<file path="config.mk">
export PLATFORM = sky130hd
export DESIGN_NAME = motorTop
export DESIGN_NICKNAME = d
export VERILOG_FILES = /design/src/verilog/motorPkg.sv /design/src/verilog/motorCmdDecoder.sv /design/src/verilog/stepGenerator.sv /design/src/verilog/phaseDriver.sv /design/src/verilog/motorTop.sv
export SDC_FILE = /design/constraint.sdc
export NUM_CORES = 1
export LEC_CHECK = 0
export ABC_AREA = 1
export BUFFER_PORTS_ARGS = -buffer_cell sky130_fd_sc_hd__buf_2
export CAP_MARGIN = 20
export CORE_ASPECT_RATIO = 1.25
export CORE_UTILIZATION = 30
export DETAILED_ROUTE_END_ITERATION = 16
export PLACE_DENSITY = 0.45
export SYNTH_ARGS = -nofsm -noshare
export SYNTH_HDL_FRONTEND = slang
export SYNTH_HIERARCHICAL = 1
export SYNTH_SLANG_ARGS = --single-unit
</file>
<file path="constraint.sdc">
create_clock -name clk -period 2.3 [get_ports clk]
set_clock_uncertainty 0.1 [all_clocks]
set_input_delay 0.115 -clock clk [delete_from_list [all_inputs] [get_ports clk]]
set_output_delay 0.115 -clock clk [all_outputs]
set_load 0.1 [all_outputs]
</file>
<file path="src/verilog/motorPkg.sv">
`default_nettype none

package motorPkg;

    // ********************
    // timing and sequence constants
    // ********************
    localparam int periodWidth = 25;
    localparam int stepCount   = 12;
    localparam int revWidth    = 16;

    localparam logic [3:0] stepIdle = 4'd15;   // any code >= stepCount is idle.
    localparam logic [3:0] offsetB  = 4'd8;    // 240 degrees.
    localparam logic [3:0] offsetC  = 4'd4;    // 120 degrees.

    localparam logic [periodWidth-1:0] periodDelta = 25'd16;
    localparam logic [periodWidth-1:0] periodMin   = 25'd2;
    localparam logic [periodWidth-1:0] periodMax   = {periodWidth{1'b1}};

    // phase pattern boundaries within the 12 steps.
    localparam logic [3:0] phaseHiLast  = 4'd3;
    localparam logic [3:0] phaseLoFirst = 4'd6;
    localparam logic [3:0] phaseLoLast  = 4'd9;

    // ********************
    // types
    // ********************
    typedef enum logic [2:0] {
        opSetPeriod = 3'd0,
        opSetSplit  = 3'd1,
        opStart     = 3'd2,
        opStop      = 3'd3,
        opFaster    = 3'd4,
        opSlower    = 3'd5
    } cmdOpT;

    typedef struct packed {
        logic                   valid;
        cmdOpT                  op;
        logic [periodWidth-1:0] data;
    } motorCmdT;

    typedef struct packed {
        logic [periodWidth-1:0] period;
        logic [1:0]             splitMax;
        logic                   run;
    } stepConfigT;

    typedef struct packed {
        logic [3:0] stepA;
        logic [3:0] stepB;
        logic [3:0] stepC;
        logic       active;
    } stepStateT;

    typedef struct packed {
        logic hiA;
        logic loA;
        logic hiB;
        logic loB;
        logic hiC;
        logic loC;
    } phaseDriveT;

endpackage

`default_nettype wire

</file>
<file path="src/verilog/motorCmdDecoder.sv">
`timescale 1ns/1ps
`default_nettype none

module motorCmdDecoder (
    input  logic                 clk,
    input  logic                 reset,
    input  motorPkg::motorCmdT   cmd,
    output motorPkg::stepConfigT stepConfig
);

    logic [motorPkg::periodWidth-1:0] periodFaster;
    logic [motorPkg::periodWidth-1:0] periodSlower;
    logic [motorPkg::periodWidth-1:0] periodClamped;

    // ********************
    // period arithmetic
    // ********************
    always_comb begin
        // saturate at the fast end.
        if (stepConfig.period < motorPkg::periodMin + motorPkg::periodDelta) begin
            periodFaster = motorPkg::periodMin;
        end else begin
            periodFaster = stepConfig.period - motorPkg::periodDelta;
        end

        // saturate at the slow end.
        if (stepConfig.period > motorPkg::periodMax - motorPkg::periodDelta) begin
            periodSlower = motorPkg::periodMax;
        end else begin
            periodSlower = stepConfig.period + motorPkg::periodDelta;
        end

        // data is already limited to periodMax by its width.
        if (cmd.data < motorPkg::periodMin) begin
            periodClamped = motorPkg::periodMin;
        end else begin
            periodClamped = cmd.data;
        end
    end

    // ********************
    // configuration registers
    // ********************
    always_ff @(posedge clk) begin
        if (reset) begin
            stepConfig.period   <= motorPkg::periodMin;
            stepConfig.splitMax <= 2'd0;
            stepConfig.run      <= 1'b0;
        end else if (cmd.valid) begin
            case (cmd.op)
                motorPkg::opSetPeriod: begin
                    stepConfig.period <= periodClamped;
                end
                motorPkg::opSetSplit: begin
                    stepConfig.splitMax <= cmd.data[1:0];
                end
                motorPkg::opStart: begin
                    stepConfig.run <= 1'b1;
                end
                motorPkg::opStop: begin
                    stepConfig.run <= 1'b0;
                end
                motorPkg::opFaster: begin
                    stepConfig.period <= periodFaster;
                end
                motorPkg::opSlower: begin
                    stepConfig.period <= periodSlower;
                end
                default: begin
                    stepConfig.run <= stepConfig.run;   // unknown op ignored.
                end
            endcase
        end
    end

endmodule

`default_nettype wire

</file>
<file path="src/verilog/stepGenerator.sv">
`timescale 1ns/1ps
`default_nettype none

module stepGenerator (
    input  logic                              clk,
    input  logic                              reset,
    input  motorPkg::stepConfigT              stepConfig,
    output motorPkg::stepStateT               state,
    output logic [motorPkg::revWidth-1:0]     revolutions
);

    logic                             runDly;
    logic                             runUp;
    logic [motorPkg::periodWidth-1:0] cnt;
    logic [1:0]                       split;
    logic [3:0]                       stepA;
    logic                             cntLast;
    logic                             stepAdvance;
    logic                             lastStep;
    logic                             active;

    // step position of a following phase, modulo 12.
    function automatic logic [3:0] wrapStep(input logic [3:0] step, input logic [3:0] offset);
        logic [4:0] sum;
        sum = step + offset;
        if (sum >= 5'(motorPkg::stepCount)) begin
            sum = sum - 5'(motorPkg::stepCount);
        end
        return sum[3:0];
    endfunction

    assign runUp       = stepConfig.run & ~runDly;
    assign cntLast     = (cnt[motorPkg::periodWidth-1:1] == '0);   // count of 1 or 0.
    assign stepAdvance = stepConfig.run & cntLast & (split == 2'd0);
    assign lastStep    = (stepA == 4'(motorPkg::stepCount - 1));
    assign active      = (stepA < 4'(motorPkg::stepCount));

    always_ff @(posedge clk) begin
        if (reset) begin
            runDly <= 1'b0;
        end else begin
            runDly <= stepConfig.run;
        end
    end

    // ********************
    // period and split counters
    // ********************
    always_ff @(posedge clk) begin
        if (reset) begin
            cnt   <= '0;
            split <= 2'd0;
        end else if (runUp) begin
            cnt   <= stepConfig.period;
            split <= stepConfig.splitMax;
        end else if (stepConfig.run) begin
            if (cntLast) begin
                cnt <= stepConfig.period;   // new period applies here.
                if (split == 2'd0) begin
                    split <= stepConfig.splitMax;
                end else begin
                    split <= split - 2'd1;
                end
            end else begin
                cnt <= cnt - 1'b1;
            end
        end
    end

    // ********************
    // step sequence and revolutions
    // ********************
    always_ff @(posedge clk) begin
        if (reset || !stepConfig.run) begin
            stepA <= motorPkg::stepIdle;   // bridge released.
        end else if (runUp) begin
            stepA <= 4'd0;
        end else if (stepAdvance) begin
            stepA <= lastStep ? 4'd0 : stepA + 4'd1;
        end
    end

    always_ff @(posedge clk) begin
        if (reset || runUp) begin
            revolutions <= '0;
        end else if (stepAdvance && lastStep) begin
            revolutions <= revolutions + 1'b1;   // wrap 11 to 0.
        end
    end

    always_comb begin
        state.active = active;
        if (active) begin
            state.stepA = stepA;
            state.stepB = wrapStep(stepA, motorPkg::offsetB);
            state.stepC = wrapStep(stepA, motorPkg::offsetC);
        end else begin
            state.stepA = motorPkg::stepIdle;
            state.stepB = motorPkg::stepIdle;
            state.stepC = motorPkg::stepIdle;
        end
    end

endmodule

`default_nettype wire

</file>
<file path="src/verilog/phaseDriver.sv">
`timescale 1ns/1ps
`default_nettype none

module phaseDriver (
    input  logic                 clk,
    input  logic                 reset,
    input  motorPkg::stepStateT  state,
    output motorPkg::phaseDriveT drive
);

    logic [1:0] levelA;
    logic [1:0] levelB;
    logic [1:0] levelC;

    // {hi, lo} for one phase; float outside the two windows.
    function automatic logic [1:0] phaseLevel(input logic [3:0] step);
        logic [1:0] level;
        level = 2'b00;
        if (step <= motorPkg::phaseHiLast) begin
            level = 2'b10;
        end else if (step >= motorPkg::phaseLoFirst && step <= motorPkg::phaseLoLast) begin
            level = 2'b01;
        end
        return level;
    endfunction

    // ********************
    // step to gate level
    // ********************
    always_comb begin
        if (state.active) begin
            levelA = phaseLevel(state.stepA);
            levelB = phaseLevel(state.stepB);
            levelC = phaseLevel(state.stepC);
        end else begin
            levelA = 2'b00;   // idle, all off.
            levelB = 2'b00;
            levelC = 2'b00;
        end
    end

    // ********************
    // output register
    // ********************
    always_ff @(posedge clk) begin
        if (reset) begin
            drive <= '0;
        end else begin
            drive.hiA <= levelA[1];
            drive.loA <= levelA[0];
            drive.hiB <= levelB[1];
            drive.loB <= levelB[0];
            drive.hiC <= levelC[1];
            drive.loC <= levelC[0];
        end
    end

endmodule

`default_nettype wire

</file>
<file path="src/verilog/motorTop.sv">
`timescale 1ns/1ps
`default_nettype none

module motorTop (
    input  logic                          clk,
    input  logic                          reset,
    input  motorPkg::motorCmdT            cmd,
    output motorPkg::phaseDriveT          drive,
    output logic [motorPkg::revWidth-1:0] revolutions
);

    motorPkg::stepConfigT stepConfig;
    motorPkg::stepStateT  state;

    // ********************
    // command side
    // ********************
    motorCmdDecoder i_cmdDecoder (
        .clk        (clk),
        .reset      (reset),
        .cmd        (cmd),
        .stepConfig (stepConfig)
    );

    // ********************
    // sequencer
    // ********************
    stepGenerator i_stepGenerator (
        .clk         (clk),
        .reset       (reset),
        .stepConfig  (stepConfig),
        .state       (state),
        .revolutions (revolutions)
    );

    // ********************
    // gate outputs
    // ********************
    phaseDriver i_phaseDriver (
        .clk   (clk),
        .reset (reset),
        .state (state),
        .drive (drive)
    );

endmodule

`default_nettype wire

</file>
* After elaboration in Yosys (flattened, before gate mapping)
Cells that the tools add are included.
Storage, ports and cells: output and inout port bits 22, word-level logic and storage cells 97, register bits 82
Cells by class: bitwise operators 5, multiplexer cells 24, reduce and logical (&&, ||, !) cells 23, equality and inequality tests 6, $lt $le $gt $ge 15, add/subtract/negate cells 10
Operators by type and width (count):
- $mux 25 | 6
- $pmux 25 s3 | 1
- $add 25x5->25 const B | 1
- $gt 25x25->1 const B | 1
- $lt 25x2->1 const B | 1
- $lt 25x5->1 const B | 1
- $sub 25x1->25 const B | 1
- $sub 25x5->25 const B | 1
- $logic_not 24->1 | 1
- $mux 4 | 5
- $add 16x1->16 const B | 1
- $mux 2 | 7
- $ge 4x3->1 const B | 3
- $le 4x2->1 const B | 3
- $le 4x4->1 const B | 3
- $mux 12 | 1
- $ge 5x4->1 const B | 2
- $reduce_or 3->1 | 3
- $reduce_and 2->1 | 4
- $reduce_bool 2->1 | 4
- $sub 4x4->4 const B | 2
- $eq 3x2->1 const B | 2
- $eq 3x3->1 const B | 2
- $add 4x3->5 const B | 1
- 17 further kinds | 26

* Logic depth before layout (Yosys ltp)
depth after elaboration 8, gate-level depth with buffers 13, depth with buffers taken out 13

* By module
The synthesis kept the hierarchy.
Modules (own cells, without submodules):
- stepGenerator | instances 1, area an instance 3331.9 µm², cells an instance 547, sequential area each 960.9 µm²
- motorCmdDecoder | instances 1, area an instance 3027.9 µm², cells an instance 507, sequential area each 560.5 µm²
- phaseDriver | instances 1, area an instance 230.2 µm², cells an instance 31, sequential area each 120.1 µm²

* Least setup slack after synthesis
Ideal clock, no wire load.
path kind reg-to-reg, from register i_stepGenerator/revolutions[0] in the netlist's numbering, to register i_stepGenerator/revolutions[14] in the netlist's numbering, required time 2.079 ns, stages on the path, launching flop included 9, setup slack -0.022 ns, library setup time 0.121 ns, clock period less this slack 2.322 ns, arrival 2.101 ns, path through dfxtp_1 ha_1 nand2_1 nor3b_1 nand3_1 nand2_1 nand2_1 nand3_1 a21oi_1
On the way: longest elaborated chain between the ends 1
Ends and longest elaborated chain:
- start, declared | line stepGenerator.sv:9 | output logic [motorPkg::revWidth-1:0] revolutions
- start signal, assigned | line stepGenerator.sv:87 | revolutions <= revolutions + 1'b1;
- $add 16x1->16 | line stepGenerator.sv:87
No other way between the ends. A chain may end at the register's enable or synchronous reset.

* Worst setup path after layout
from register, netlist name i_cmdDecoder/stepConfig[8], to register, netlist name i_cmdDecoder/stepConfig[25]
On the way: longest elaborated chain between the ends 3, elaborated cells between the ends (all ways) 7, classes of those cells add/sub: 2; order compare: 2; mux: 3
Ends and longest elaborated chain:
- $add 25x5->25, or another cell as far along | line motorCmdDecoder.sv:30 | periodSlower = stepConfig.period + motorPkg::periodDelta;
- $mux 25 (on tied branches) | line motorCmdDecoder.sv:27, motorCmdDecoder.sv:20
- $pmux 25 s3 * | line motorCmdDecoder.sv:50 | case (cmd.op)
Mark *: on every way between the ends. The rest lies on a longest branch, timed or not.

==> impl_metrics.env <==
export IMPL_critPathMaxStageDelay_ns=0.49
export IMPL_portBuffers=52
export IMPL_route_detailed_vias_per_inst=4.797
export IMPL_r2r_path_start="i_cmdDecoder/stepConfig[8]"
export IMPL_hold_start="cmd[5]"
export IMPL_row_count=60
export IMPL_layout_drive_gt1_share_pct=14.59
export IMPL_cts_htree_levels=3
export IMPL_hold_ep="i_cmdDecoder/stepConfig[8]"
export IMPL_totalNegativeSetupSlack_ns=0
export IMPL_cts_path_max_buffers=2
export IMPL_die_area_sq_um=22500
export IMPL_irDropWorstVdd_uv=395.4
export IMPL_clk_latency_ns=0.35
export IMPL_iteration_0_drc_count_of_the_detailed_router=337
export IMPL_finalNetCount=1174
export IMPL_num_vias=6798
export IMPL_switchingPower_w=0.002798
export IMPL_final_cycle_share_pct=91.32
export IMPL_fmaxAchievable_ghz=0.4761
export IMPL_combinationalPowerShare_pct=47.3
export IMPL_worst_slew_pin_transition_ns=0.5500
export IMPL_core_area_sq_um=21470
export IMPL_hpwl_mm=16.74
export IMPL_wl_per_cell_um=15.33
export IMPL_non_filler_cells_final=1417
export IMPL_die_height_um=167.5
export IMPL_multiInputGateArea_sq_um=4172
export IMPL_number_of_buffers_created_by_cts=9
export IMPL_critical_path_max_fanout=6
export IMPL_outcome="complete, no violations"
export IMPL_critical_path_endpoint_type="flop"
export IMPL_post_synth_inst_count=1082
export IMPL_finalHoldViolations=0
export IMPL_first_global_vias=6464
export IMPL_antenna_violations_before_repair=0
export IMPL_regToRegSetupSlack_ns=0.20
export IMPL_die_width_um=134.4
export IMPL_grt_start_max_net_pins=33
export IMPL_num_ports=53
export IMPL_gpl_final_weighted_congestion=0.8800
export IMPL_power_frac_seq_pct=26.8
export IMPL_min_period_ns=2.100
export IMPL_worst_case_reg_to_reg_path_depth=12
export IMPL_antenna_diode_count=0
export IMPL_cell_area_synth_sq_um=6571
export IMPL_worst_setup_path_type="flop to flop"
export IMPL_static_leakage_power_nw=3.219
export IMPL_post_place_cells=1393
export IMPL_worst_path_max_delay_cell="sky130_fd_sc_hd__dfxtp_1"
export IMPL_start_util_pct=30.61
export IMPL_ff_latch_area_sq_um=1644
export IMPL_clkSlewWorstSetupHoldPaths_ns=0.07
export IMPL_arrival_ns=2.23
export IMPL_global_route_overflow_total=0
export IMPL_tritoncts="yes"
export IMPL_synthesis_yosys_warnings=6
export IMPL_setup_worst_path_start_class="flop"
export IMPL_critical_path_most_common_cell="sky130_fd_sc_hd__nand2_1"
export IMPL_grt_usage_pct=19.68
export IMPL_synth_net_count=1122
export IMPL_internal_power_w=0.003427
export IMPL_hold_slack_ns=0.01126
export IMPL_power_clock_fraction_pct=25.9
export IMPL_unrepaired_setup_endpoints_after_global_routing="no"
export IMPL_post_cts_repair_setup_buffers=0
export IMPL_drt_drc_violations_left=0
export IMPL_max_cap_viol_count=0
export IMPL_wire_length_of_the_first_global_routing_pass_mm=34.42
export IMPL_firstDrtPassIters=5
export IMPL_nFillCells=2491
export IMPL_route_antenna_remaining_nets=0
export IMPL_power_density_nw_per_um2=827.8
export IMPL_routed_wl_mm=21.73
export IMPL_clock_sink_count=82
export IMPL_slew_limit_headroom_pct=63.29
export IMPL_setup_violations=0
export IMPL_holdPathStages=5
export IMPL_hp_class="input pin to flop"
export IMPL_report_final_slew_viol_count=0
export IMPL_sw_frac_of_total_pct=44.94
export IMPL_regToRegEndpoint="i_cmdDecoder/stepConfig[25]"
export IMPL_crit_chain="ha_1, nand3_1, nor2_2, nand2_1, nor2_1, nand2_1, nand2_1, nand2_1, nand2_1, nand3_1, nand2_1, a21oi_1"
export IMPL_synth_area_per_cell_sq_um=6.073
export IMPL_clk_root_buffer_cell="sky130_fd_sc_hd__clkbuf_16"
export IMPL_flow_area_growth_from_synthesis_pct=14.43
export IMPL_worst_ep_required_time_ns=2.43
worst max-delay path by stage:
| stage | startpoint | slack, ns | end | cells after the start |
|---|---|---|---|---|
| 5_1_grt | i_cmdDecoder/stepConfig[8] | 0.03 | i_cmdDecoder/stepConfig[25] | 12 |
| 4_1_cts | i_cmdDecoder/stepConfig[8] | 0.17 | i_cmdDecoder/stepConfig[25] | 12 |
| 3_5_place_dp | i_cmdDecoder/stepConfig[8] | 0.19 | i_cmdDecoder/stepConfig[25] | 12 |
| 3_3_place_gp | i_cmdDecoder/stepConfig[8] | 0.14 | i_cmdDecoder/stepConfig[25] | 12 |
| 2_1_floorplan | i_stepGenerator/revolutions[4] | 0.14 | i_stepGenerator/revolutions[14] | 7 |
| 6_report | i_cmdDecoder/stepConfig[8] | 0.20 | i_cmdDecoder/stepConfig[25] | 12 |
registers in the layout, indices dropped and copies added (netlist names):
name	cells
i_cmdDecoder/stepConfig	28
i_stepGenerator/runDly	1
i_stepGenerator/revolutions	16
i_stepGenerator/cnt	25
i_phaseDriver/drive	6
i_stepGenerator/split	2
i_stepGenerator/stepA	4
worst max-delay path, delay by kind of cell (launching register included):
kind	cells	cell delay (ns)
AO/OA/AOI/OAI	1	0.06
adder cells (fa/ha/maj)	1	0.26
AND/OR/NAND/NOR	10	1.07
flip-flops	1	0.49
area by class of cell:
class / instances / share of cell area [%]
repair buffers: 85 / 7.388
inverters: 127 / 6.439
multi-input cells: 829 / 55.47
flip-flops and latches: 82 / 21.86
clock buffers: 9 / 2.995
clock inverters: 6 / 1.198
well taps: 279 / 4.642
power by group through the flow:
stage	Clock (W)	Sequential, W	Combinational, W
final	0.00161	0.00167	0.00295
after global routing	0.00170	0.00169	0.00337
after detailed placement	0	0.00170	0.00294
after CTS	0.00167	0.00167	0.00297
after floorplan	0	0.00164	0.00229
after global placement	0	0.00170	0.00294
through the flow:
step           worst slack (ns)  utilization, %  cell area (sq um)  power, W
2_1_floorplan            0.1401               -               6574  0.003926
3_3_place_gp             0.1409           33.14               7114  0.004641
3_5_place_dp             0.1910           33.14               7114  0.004639
4_1_cts                  0.1722           35.02               7520  0.006301
5_1_grt                 0.03052           35.02               7520  0.006760
6_report                 0.1995           35.02               7520  0.006225
cell usage in the layout (no fill, tap or decap), drive strengths merged:
cell and n:
o22ai 2, o2bb2ai 1, nand3b 7, dlygate4sd3 9
bufinv 2, buf 76, or2 4, a211oi 1
and2 2, a21oi 78, nor2 167, nand3 109
nor4 1, o21bai 5, xnor2 12, clkinv 3
xor2 25, a21boi 1, o211ai 1, a41oi 3
nor3b 1, inv 127, nand2 319, nand4 16
nor3 9, a31oi 3, clkbuf 9, clkinvlp 1
o31ai 1, ha 9, o21ai 52, dfxtp 82
layer usage:
metal,wire length (um),vias to the layer above,GRT usage (%),part of all wire (%)
met3,465,27,2.422,2.1
met4,633,0,7.523,2.9
met5,0,-,0,0
li1,-,3546,-,-
met1,9811,3127,24.17,45
met2,10820,98,34.67,50
repair_timing:
item	in CTS	in global routing
resized for setup	0	0
hold endpoints to repair	9	0
hold buffers	9	0
Note: power is estimated with default switching activity, not from simulation.
